### config.mk
export PLATFORM = sky130hd
export DESIGN_NAME = load_subsystem
export DESIGN_NICKNAME = d
export VERILOG_FILES = /design/src/hdl/load_pkg.sv /design/src/hdl/load_subsystem.sv /design/src/hdl/result_collector.sv /design/src/hdl/data_memory.sv /design/src/hdl/load_unit.sv /design/src/hdl/load_dispatcher.sv
export SDC_FILE = /design/constraint.sdc
export NUM_CORES = 1
export LEC_CHECK = 0
export BUFFER_PORTS_ARGS = -buffer_cell sky130_fd_sc_hd__buf_2
export CORE_ASPECT_RATIO = 0.9
export CORE_MARGIN = 3
export CORE_UTILIZATION = 55
export CTS_BUF_LIST = sky130_fd_sc_hd__clkbuf_8
export CTS_CLUSTER_DIAMETER = 30
export CTS_CLUSTER_SIZE = 10
export DETAILED_ROUTE_END_ITERATION = 10
export PLACE_DENSITY_LB_ADDON = 0.08
export SYNTH_ARGS = -nofsm -noshare
export SYNTH_HDL_FRONTEND = slang
export SYNTH_SLANG_ARGS = --single-unit
### constraint.sdc
create_clock -name clk_i -period 2 [get_ports clk_i]
set_clock_uncertainty 0.2 [all_clocks]
set_input_delay 0.1 -clock clk_i [delete_from_list [all_inputs] [get_ports clk_i]]
set_output_delay 0.1 -clock clk_i [all_outputs]
set_load 0.01 [all_outputs]
### src/data_memory.hex
// one 32-bit word per line in hex, memory word 0 first
// words 0 to 15 back the code region, words 16 to 31 the data region
C020A040
319151E1
C222A242
339353E3
C424A444
359555E5
C626A646
379757E7
C828A848
399959E9
CA2AAA4A
3B9B5BEB
CC2CAC4C
3D9D5DED
CE2EAE4E
3F9F5FEF
D030B050
41A161F1
D232B252
43A363F3
D434B454
45A565F5
D636B656
47A767F7
D838B858
49A969F9
DA3ABA5A
4BAB6BFB
DC3CBC5C
4DAD6DFD
DE3EBE5E
4FAF6FFF

### src/hdl/load_pkg.sv
package load_pkg;

    // basic datapath widths of the load subsystem.
    typedef logic [31:0] addr_t;
    typedef logic [31:0] word_t;
    typedef logic [3:0]  tag_t;

    // the load operation follows the RV32 funct3 encoding of the load opcode.
    typedef logic [2:0]  load_op_t;

    localparam load_op_t LOAD_LB  = 3'b000;
    localparam load_op_t LOAD_LH  = 3'b001;
    localparam load_op_t LOAD_LW  = 3'b010;
    localparam load_op_t LOAD_LBU = 3'b100;
    localparam load_op_t LOAD_LHU = 3'b101;

    // number of identical load units behind the dispatcher.
    localparam int NUM_LANES = 4;

    typedef logic [1:0]  lane_idx_t;

    // shared data memory size and read latency.
    localparam int MEM_WORDS   = 32;
    localparam int MEM_LATENCY = 2;   // cycles from grant to data valid.

    /*
     * Core memory map. The code region holds memory words 0 to 15 and the
     * data region words 16 to 31, so the word index is address bit 12
     * followed by address bits 5 to 2.
     */
    localparam addr_t CODE_REGION_START = 32'h0000_0000;
    localparam addr_t CODE_REGION_END   = 32'h0000_003F;

    localparam addr_t DATA_REGION_START = 32'h0000_1000;
    localparam addr_t DATA_REGION_END   = 32'h0000_103F;

endpackage : load_pkg
### src/hdl/load_subsystem.sv
`timescale 1ns/1ps

module load_subsystem (
    input  logic               clk_i,
    input  logic               rst_n_i,
    input  logic               req_i,
    input  load_pkg::addr_t    addr_i,
    input  load_pkg::load_op_t op_i,
    input  load_pkg::tag_t     tag_i,
    output logic               ack_o,

    output logic               rsp_req_o,
    output load_pkg::word_t    rsp_data_o,
    output logic               rsp_fault_o,
    output load_pkg::tag_t     rsp_tag_o,
    input  logic               rsp_ack_i
);

    // dispatcher to lanes.
    logic               [load_pkg::NUM_LANES - 1:0] lane_idle;
    logic               [load_pkg::NUM_LANES - 1:0] lane_start;
    load_pkg::addr_t                                lane_addr;
    load_pkg::load_op_t                             lane_op;
    load_pkg::tag_t                                 lane_tag;

    // lanes to memory.
    logic               [load_pkg::NUM_LANES - 1:0] mem_read;
    load_pkg::addr_t    [load_pkg::NUM_LANES - 1:0] mem_addr;
    logic               [load_pkg::NUM_LANES - 1:0] mem_data_valid;
    load_pkg::word_t                                mem_data;

    // lanes to collector.
    logic               [load_pkg::NUM_LANES - 1:0] result_valid;
    load_pkg::word_t    [load_pkg::NUM_LANES - 1:0] result_data;
    logic               [load_pkg::NUM_LANES - 1:0] result_fault;
    load_pkg::tag_t     [load_pkg::NUM_LANES - 1:0] result_tag;
    logic               [load_pkg::NUM_LANES - 1:0] result_take;

    load_dispatcher i_dispatcher (
        .clk_i        (clk_i),
        .rst_n_i      (rst_n_i),
        .req_i        (req_i),
        .addr_i       (addr_i),
        .op_i         (op_i),
        .tag_i        (tag_i),
        .lane_idle_i  (lane_idle),
        .ack_o        (ack_o),
        .lane_start_o (lane_start),
        .lane_addr_o  (lane_addr),
        .lane_op_o    (lane_op),
        .lane_tag_o   (lane_tag)
    );

    // every lane sees the same request fields, only its start pulse differs.
    for (genvar g = 0; g < load_pkg::NUM_LANES; g++) begin : gen_lane
        load_unit i_load_unit (
            .clk_i            (clk_i),
            .rst_n_i          (rst_n_i),
            .start_i          (lane_start[g]),
            .addr_i           (lane_addr),
            .op_i             (lane_op),
            .tag_i            (lane_tag),
            .mem_data_valid_i (mem_data_valid[g]),
            .mem_data_i       (mem_data),
            .result_take_i    (result_take[g]),
            .idle_o           (lane_idle[g]),
            .mem_read_o       (mem_read[g]),
            .mem_addr_o       (mem_addr[g]),
            .result_valid_o   (result_valid[g]),
            .result_data_o    (result_data[g]),
            .result_fault_o   (result_fault[g]),
            .result_tag_o     (result_tag[g])
        );
    end

    data_memory i_data_memory (
        .clk_i            (clk_i),
        .rst_n_i          (rst_n_i),
        .mem_read_i       (mem_read),
        .mem_addr_i       (mem_addr),
        .mem_data_valid_o (mem_data_valid),
        .mem_data_o       (mem_data)
    );

    result_collector i_result_collector (
        .clk_i          (clk_i),
        .rst_n_i        (rst_n_i),
        .result_valid_i (result_valid),
        .result_data_i  (result_data),
        .result_fault_i (result_fault),
        .result_tag_i   (result_tag),
        .rsp_ack_i      (rsp_ack_i),
        .result_take_o  (result_take),
        .rsp_req_o      (rsp_req_o),
        .rsp_data_o     (rsp_data_o),
        .rsp_fault_o    (rsp_fault_o),
        .rsp_tag_o      (rsp_tag_o)
    );

endmodule : load_subsystem

### src/hdl/result_collector.sv
`timescale 1ns/1ps

module result_collector (
    input  logic                                        clk_i,
    input  logic                                        rst_n_i,
    input  logic            [load_pkg::NUM_LANES - 1:0] result_valid_i,
    input  load_pkg::word_t [load_pkg::NUM_LANES - 1:0] result_data_i,
    input  logic            [load_pkg::NUM_LANES - 1:0] result_fault_i,
    input  load_pkg::tag_t  [load_pkg::NUM_LANES - 1:0] result_tag_i,
    input  logic                                        rsp_ack_i,

    output logic            [load_pkg::NUM_LANES - 1:0] result_take_o,
    output logic                                        rsp_req_o,
    output load_pkg::word_t                             rsp_data_o,
    output logic                                        rsp_fault_o,
    output load_pkg::tag_t                              rsp_tag_o
);

    typedef enum logic [1:0] {PICK, WAIT_ACK, WAIT_RELEASE} coll_state_t;

    coll_state_t                      state;
    load_pkg::lane_idx_t              pick_idx;
    logic [load_pkg::NUM_LANES - 1:0] take_sel;

    // lowest-numbered valid lane wins.
    always_comb begin
        pick_idx = '0;
        for (int i = load_pkg::NUM_LANES - 1; i >= 0; i--) begin
            if (result_valid_i[i]) begin
                pick_idx = load_pkg::lane_idx_t'(i);
            end
        end

        take_sel = '0;
        take_sel[pick_idx] = 1'b1;
    end

    always_ff @(posedge clk_i) begin
        if (!rst_n_i) begin
            state         <= PICK;
            result_take_o <= '0;
            rsp_req_o     <= 1'b0;
        end else begin
            result_take_o <= '0;

            case (state)
                PICK: begin
                    if (|result_valid_i) begin
                        state         <= WAIT_ACK;
                        result_take_o <= take_sel;
                    end
                end

                WAIT_ACK: begin
                    if (rsp_req_o && rsp_ack_i) begin
                        state     <= WAIT_RELEASE;
                        rsp_req_o <= 1'b0;
                    end else begin
                        rsp_req_o <= 1'b1;   // rises the cycle after the take pulse.
                    end
                end

                WAIT_RELEASE: begin
                    if (!rsp_ack_i) begin
                        state <= PICK;
                    end
                end

                default: state <= PICK;
            endcase
        end
    end

    always_ff @(posedge clk_i) begin
        if ((state == PICK) && (|result_valid_i)) begin
            rsp_data_o  <= result_data_i[pick_idx];
            rsp_fault_o <= result_fault_i[pick_idx];
            rsp_tag_o   <= result_tag_i[pick_idx];
        end
    end

endmodule : result_collector

### src/hdl/data_memory.sv
`timescale 1ns/1ps

module data_memory (
    input  logic                                        clk_i,
    input  logic                                        rst_n_i,
    input  logic            [load_pkg::NUM_LANES - 1:0] mem_read_i,
    input  load_pkg::addr_t [load_pkg::NUM_LANES - 1:0] mem_addr_i,

    output logic            [load_pkg::NUM_LANES - 1:0] mem_data_valid_o,
    output load_pkg::word_t                             mem_data_o
);

    load_pkg::word_t mem [load_pkg::MEM_WORDS];

    logic                                         busy;
    logic [$clog2(load_pkg::MEM_LATENCY + 1) - 1:0] lat_cnt;
    load_pkg::lane_idx_t                          cur_lane;
    load_pkg::lane_idx_t                          last_grant;
    logic [$clog2(load_pkg::MEM_WORDS) - 1:0]     rd_idx;
    logic [load_pkg::NUM_LANES - 1:0]             pending;
    load_pkg::lane_idx_t                          grant_idx;
    logic                                         grant_found;
    logic [load_pkg::NUM_LANES - 1:0]             valid_sel;

    initial begin
        $readmemh("/design/src/data_memory.hex", mem);
    end

    // A lane keeps mem_read high during its own valid pulse, so that lane
    // must not be granted a second time.
    assign pending = mem_read_i & ~mem_data_valid_o;

    // round-robin search that starts just after the last granted lane.
    always_comb begin
        grant_idx   = last_grant;
        grant_found = 1'b0;
        for (int i = 1; i <= load_pkg::NUM_LANES; i++) begin
            if (!grant_found && pending[load_pkg::lane_idx_t'(last_grant + i)]) begin
                grant_idx   = load_pkg::lane_idx_t'(last_grant + i);
                grant_found = 1'b1;
            end
        end

        valid_sel = '0;
        valid_sel[cur_lane] = 1'b1;
    end

    always_ff @(posedge clk_i) begin
        if (!rst_n_i) begin
            busy             <= 1'b0;
            lat_cnt          <= '0;
            cur_lane         <= '0;
            last_grant       <= load_pkg::lane_idx_t'(load_pkg::NUM_LANES - 1);
            mem_data_valid_o <= '0;
        end else begin
            mem_data_valid_o <= '0;

            if (!busy) begin
                if (grant_found) begin
                    busy       <= 1'b1;
                    lat_cnt    <= '0;
                    cur_lane   <= grant_idx;
                    last_grant <= grant_idx;
                end
            end else if (int'(lat_cnt) == load_pkg::MEM_LATENCY - 1) begin
                busy             <= 1'b0;
                mem_data_valid_o <= valid_sel;   // only the served lane sees it.
            end else begin
                lat_cnt <= lat_cnt + 1'b1;
            end
        end
    end

    // the word index is latched with the grant and the word read at the end.
    always_ff @(posedge clk_i) begin
        if (!busy && grant_found) begin
            rd_idx <= {mem_addr_i[grant_idx][12], mem_addr_i[grant_idx][5:2]};
        end

        if (busy && (int'(lat_cnt) == load_pkg::MEM_LATENCY - 1)) begin
            mem_data_o <= mem[rd_idx];
        end
    end

endmodule : data_memory

### src/hdl/load_unit.sv
`timescale 1ns/1ps

module load_unit (
    input  logic               clk_i,
    input  logic               rst_n_i,
    input  logic               start_i,
    input  load_pkg::addr_t    addr_i,
    input  load_pkg::load_op_t op_i,
    input  load_pkg::tag_t     tag_i,
    input  logic               mem_data_valid_i,
    input  load_pkg::word_t    mem_data_i,
    input  logic               result_take_i,

    output logic               idle_o,
    output logic               mem_read_o,
    output load_pkg::addr_t    mem_addr_o,
    output logic               result_valid_o,
    output load_pkg::word_t    result_data_o,
    output logic               result_fault_o,
    output load_pkg::tag_t     result_tag_o
);

    typedef enum logic [1:0] {IDLE, WAIT_MEM, RESULT} lane_state_t;

    lane_state_t        state;
    load_pkg::addr_t    addr_q;
    load_pkg::load_op_t op_q;
    logic               mapped;
    logic               misaligned;
    logic               take_start;
    load_pkg::word_t    shifted;
    load_pkg::word_t    extracted;

    function automatic logic in_range(
        input load_pkg::addr_t lo,
        input load_pkg::addr_t hi,
        input load_pkg::addr_t addr
    );
        return (addr >= lo) && (addr <= hi);
    endfunction

    assign take_start = start_i && (state == IDLE);
    assign idle_o     = (state == IDLE);
    assign mem_addr_o = addr_q;

    // the fault is decided on the incoming request, in the start cycle.
    always_comb begin
        mapped = in_range(load_pkg::CODE_REGION_START, load_pkg::CODE_REGION_END, addr_i)
               | in_range(load_pkg::DATA_REGION_START, load_pkg::DATA_REGION_END, addr_i);

        case (op_i)
            load_pkg::LOAD_LB, load_pkg::LOAD_LBU: misaligned = 1'b0;
            load_pkg::LOAD_LH, load_pkg::LOAD_LHU: misaligned = addr_i[0];
            load_pkg::LOAD_LW:                     misaligned = |addr_i[1:0];
            default:                               misaligned = 1'b1;   // unknown code.
        endcase
    end

    /*
     * The returned word is shifted right by the byte offset, so the wanted
     * byte or half always sits in the low bits before it is extended.
     */
    always_comb begin
        shifted = mem_data_i >> {addr_q[1:0], 3'b000};

        case (op_q)
            load_pkg::LOAD_LB:  extracted = {{24{shifted[7]}}, shifted[7:0]};
            load_pkg::LOAD_LBU: extracted = {24'b0, shifted[7:0]};
            load_pkg::LOAD_LH:  extracted = {{16{shifted[15]}}, shifted[15:0]};
            load_pkg::LOAD_LHU: extracted = {16'b0, shifted[15:0]};
            default:            extracted = mem_data_i;   // LW, the only other legal code.
        endcase
    end

    always_ff @(posedge clk_i) begin
        if (!rst_n_i) begin
            state          <= IDLE;
            mem_read_o     <= 1'b0;
            result_valid_o <= 1'b0;
        end else begin
            case (state)
                IDLE: begin
                    if (start_i) begin
                        if (mapped && !misaligned) begin
                            state      <= WAIT_MEM;
                            mem_read_o <= 1'b1;
                        end else begin
                            // a faulting access never reaches the memory.
                            state          <= RESULT;
                            result_valid_o <= 1'b1;
                        end
                    end
                end

                WAIT_MEM: begin
                    if (mem_data_valid_i) begin
                        state          <= RESULT;
                        mem_read_o     <= 1'b0;
                        result_valid_o <= 1'b1;
                    end
                end

                RESULT: begin
                    // the lane stays busy until the collector takes the result.
                    if (result_take_i) begin
                        state          <= IDLE;
                        result_valid_o <= 1'b0;
                    end
                end

                default: state <= IDLE;
            endcase
        end
    end

    always_ff @(posedge clk_i) begin
        if (take_start) begin
            addr_q         <= addr_i;
            op_q           <= op_i;
            result_tag_o   <= tag_i;
            result_fault_o <= !mapped || misaligned;
            result_data_o  <= '0;   // stays zero on a fault.
        end else if ((state == WAIT_MEM) && mem_data_valid_i) begin
            result_data_o <= extracted;
        end
    end

endmodule : load_unit

### src/hdl/load_dispatcher.sv
`timescale 1ns/1ps

module load_dispatcher (
    input  logic                             clk_i,
    input  logic                             rst_n_i,
    input  logic                             req_i,
    input  load_pkg::addr_t                  addr_i,
    input  load_pkg::load_op_t               op_i,
    input  load_pkg::tag_t                   tag_i,
    input  logic [load_pkg::NUM_LANES - 1:0] lane_idle_i,

    output logic                             ack_o,
    output logic [load_pkg::NUM_LANES - 1:0] lane_start_o,
    output load_pkg::addr_t                  lane_addr_o,
    output load_pkg::load_op_t               lane_op_o,
    output load_pkg::tag_t                   lane_tag_o
);

    typedef enum logic {WAIT_REQ, WAIT_RELEASE} disp_state_t;

    disp_state_t                      state;
    load_pkg::lane_idx_t              pick_idx;
    logic [load_pkg::NUM_LANES - 1:0] start_sel;
    logic                             any_idle;

    assign any_idle = |lane_idle_i;

    // priority pick of the lowest idle lane, the last match in the loop wins.
    always_comb begin
        pick_idx = '0;
        for (int i = load_pkg::NUM_LANES - 1; i >= 0; i--) begin
            if (lane_idle_i[i]) begin
                pick_idx = load_pkg::lane_idx_t'(i);
            end
        end

        start_sel = '0;
        start_sel[pick_idx] = 1'b1;
    end

    always_ff @(posedge clk_i) begin
        if (!rst_n_i) begin
            state        <= WAIT_REQ;
            ack_o        <= 1'b0;
            lane_start_o <= '0;
        end else begin
            lane_start_o <= '0;   // the start is a single cycle pulse.

            case (state)
                WAIT_REQ: begin
                    // with every lane busy the ack is withheld.
                    if (req_i && any_idle) begin
                        state        <= WAIT_RELEASE;
                        ack_o        <= 1'b1;
                        lane_start_o <= start_sel;
                    end
                end

                WAIT_RELEASE: begin
                    if (!req_i) begin
                        state <= WAIT_REQ;
                        ack_o <= 1'b0;
                    end
                end
            endcase
        end
    end

    // The request fields are stable while req_i is high, so they are sampled
    // on every cycle spent waiting and hold once the request is taken.
    always_ff @(posedge clk_i) begin
        if (state == WAIT_REQ) begin
            lane_addr_o <= addr_i;
            lane_op_o   <= op_i;
            lane_tag_o  <= tag_i;
        end
    end

endmodule : load_dispatcher

==> results.yml <==
outcome:
  outcome: "finished, violations left"
  violations: "negative setup slack"
logic_synthesis:
  synth_area_sq_um: 4210
  synthArstFlopShare_pct: 0
  avgSynthCellArea_sq_um: 11.4
  ys.warnings.count: 0
  synth_edf_count: 59
  synthCells: 369
  ys.flop_type: "edfxtp_1"
  synth.distinct_cells: 42
  synth_seq_area_share_pct: 61.1
  postSynthRegisterBits: 99
detailed_routing:
  vias_per_cell: 5.04
  ant_nets: 0
  wl_per_cell_microns: 14.3
  first_pass_iters: 4
  drtIter0Drc: 104
  via_count: 2839
  drt_wl_total_mm: 8.04
  remaining_drc_errors: 0
floorplanning:
  ios: 82
  die-area_sq_um: 8740
  start_util_pct: 58.0
  die_y_microns: 89.0
  num_rows: 29
  dieWidth_microns: 98.2
  core_sq_um: 7260
setup_path:
  worstPathMaxFanout: 7
  startpoint_type: "flip-flop"
  cp.arrival_ns: 2.10
  path_class: "flip-flop to flip-flop"
  critPathCaptureType: "flip-flop"
  worstPathRequired_ns: 2.10
sta:
  report.final.slew_viol_count: 0
  fin_ws_ns: -0.00430
  hold_ws_ns: 0.236
  period_needed_ns: 2.00
  hold_viol: 0
  rsz0062_at_grt: "yes"
  timing.final.crit_share_pct: 100
  fin_setup_tns_ns: -0.00669
  setup_viol: 2
  fmax_mhz: 499
placement:
  dp_hpwl_mm: 5.08
  portBuffers: 44
  gp_congestion: 0.769
cells_and_area:
  diodes: 0
  syn_to_final_growth_pct: 23.0
  final_nets: 521
  multi_input_area_sq_um: 1460
  fillerInstances: 504
  regArea_sq_um: 2570
  layout-drive-gt1-share_pct: 19.4
clocking:
  cts_buffers: 9
  root_buffer: "clkbuf_8"
  clkLatencyLatePin_ns: 0.36
  tritoncts: "done"
  cts-htree-levels: 3
  cts.path.max_buffers: 2
  clk_pin_slew_ns: 0.09
  cts_sinks: 99
global_routing:
  grt-ovfl-total: 0
  antenna_found_initial: 0
  grt_max_degree: 27
  gr-usage-all-layers_pct: 19.7
  grt_pass1_wl_mm: 13.4
  grt_pass1_vias: 2845
hold_path:
  min_path_type: "primary input to flip-flop"
flow_run:
  drv.max_cap_violation_count: 0
pwr:
  leakage_nw: 2.09
  powerDensity_nw_per_um2: 915
  peakVddDrop_mv: 0.472
## final cells by class
cell class	count	area share, %
Clock buffer	9	2.39
Inverter	26	1.98
Sequential cell	99	49.7
Multi-Input combinational cell	232	28.1
Clock inverter	7	1.30
Tap cell	93	2.25
Timing Repair Buffer	97	14.3
## registers in the layout (all words and copies together) (netlist names), 3 cells and up
register                             flops
gen_lane.i_load_unit.result_fault_o      4
i_dispatcher.lane_start_o                4
i_dispatcher.lane_addr_o                27
gen_lane.i_load_unit.result_valid_o      4
gen_lane.i_load_unit.result_tag_o       16
gen_lane.i_load_unit.state               8
i_data_memory.mem_data_valid_o           4
i_dispatcher.lane_tag_o                  4
i_result_collector.result_take_o         4
i_result_collector.rsp_tag_o             4
i_dispatcher.lane_op_o                   3
gen_lane.i_load_unit.mem_read_o          4
## per-stage QoR
stage,power [W],std cells,util (%),area [sq um],setup WS [ns]
floorplan,0.00319,400,-,4330,0.155
CTS,0.00473,561,70.0,5080,0.00713
global route,0.00503,563,71.4,5180,-0.142
global placement,0.00340,507,62.0,4500,0.0219
detailed placement,0.00343,507,62.0,4500,0.0160
finish,0.00474,563,71.4,5180,-0.00430
## synth_stat cells, types with 6 or more instances
library cell / number / area, sq um
a21boi_0: 6 / 45.0
a21oi_1: 14 / 70.1
a22oi_1: 6 / 45.0
a31oi_1: 6 / 37.5
and2_1: 8 / 50.1
and3_1: 7 / 43.8
buf_4: 33 / 248
clkbuf_1: 10 / 37.5
dfxtp_1: 40 / 801
edfxtp_1: 59 / 1770
ha_1: 13 / 163
inv_1: 25 / 93.8
nand2_1: 26 / 97.6
nand2b_1: 11 / 68.8
nand3_1: 9 / 45.0
nor2_1: 22 / 82.6
nor2b_1: 11 / 68.8
nor3_1: 7 / 35.0
nor4_1: 6 / 37.5
o21ai_0: 15 / 75.1
## path summary, 6_finish.rpt
check,cells past startpoint,slack [ns],start,endpoint
worst max-delay path,6,-0.004,i_dispatcher.lane_addr_o[10],gen_lane[0].i_load_unit.state[0]
worst min-delay path,2,0.24,addr_i[25],i_dispatcher.lane_addr_o[25]
worst max register to register,6,-0.004,i_dispatcher.lane_addr_o[10],gen_lane[0].i_load_unit.state[0]
worst min register to register,2,0.28,gen_lane[3].i_load_unit.state[0],gen_lane[3].i_load_unit.state[0]
## power breakdown
group          internal [W]  switching, W
Combinational      0.000412      0.000521
Clock              0.000577      0.000677
Sequential          0.00241      0.000145
## layout by cell type (no fill, tap or decap), drive strengths merged, types with 5 or more instances in the layout
| cell | netlist | final |
|---|---|---|
| o21ai | 15 | 15 |
| a31oi | 6 | 6 |
| nor2b | 11 | 11 |
| a21oi | 14 | 14 |
| and2 | 8 | 8 |
| dfxtp | 40 | 40 |
| buf | 33 | 59 |
| nor2 | 22 | 22 |
| a22oi | 6 | 6 |
| ha | 13 | 13 |
| nor4 | 6 | 6 |
| clkbuf | 10 | 9 |
| edfxtp | 59 | 59 |
| nand2b | 11 | 11 |
| inv | 26 | 30 |
| a21boi | 8 | 8 |
| conb | 1 | 32 |
| nand3 | 9 | 9 |
| dlygate4sd3 | 0 | 38 |
| and3 | 8 | 8 |
| nor3 | 7 | 7 |
| mux2i | 5 | 5 |
| nand2 | 26 | 26 |
## per-layer routing
layer	up-vias	wire [microns]	GRT usage (%)
li1	1434	-	-
met1	1309	3560	25.0
met2	85	3910	33.6
met3	11	453	5.46
met4	0	116	6.08
met5	-	0	0
## worst max-delay path, cell delays in order, from the launching register on
cell	delay, ns
edfxtp_1	0.39
nor4_2	0.32
and4_4	0.28
and3_4	0.22
inv_6	0.05
or3_1	0.35
a21boi_1	0.13
## cells by family after synthesis
family | Yosys count | synth area share, %
compound gates | 66 | 10.4
fa+ha+maj | 13 | 3.86
buf+inv | 69 | 9.09
flops | 99 | 61.1
mux | 5 | 1.19
other cells | 1 | 0.0890
simple gates | 116 | 14.3
## timing repair
action	in CTS	in global routing
hold buffers	38	0
setup endpoints to repair	1	17
resized for setup	1	20
endpoints found under the hold margin	51	0
pin swaps	0	9
buffers inserted	0	3
Note: power is estimated with default switching activity, not from simulation.
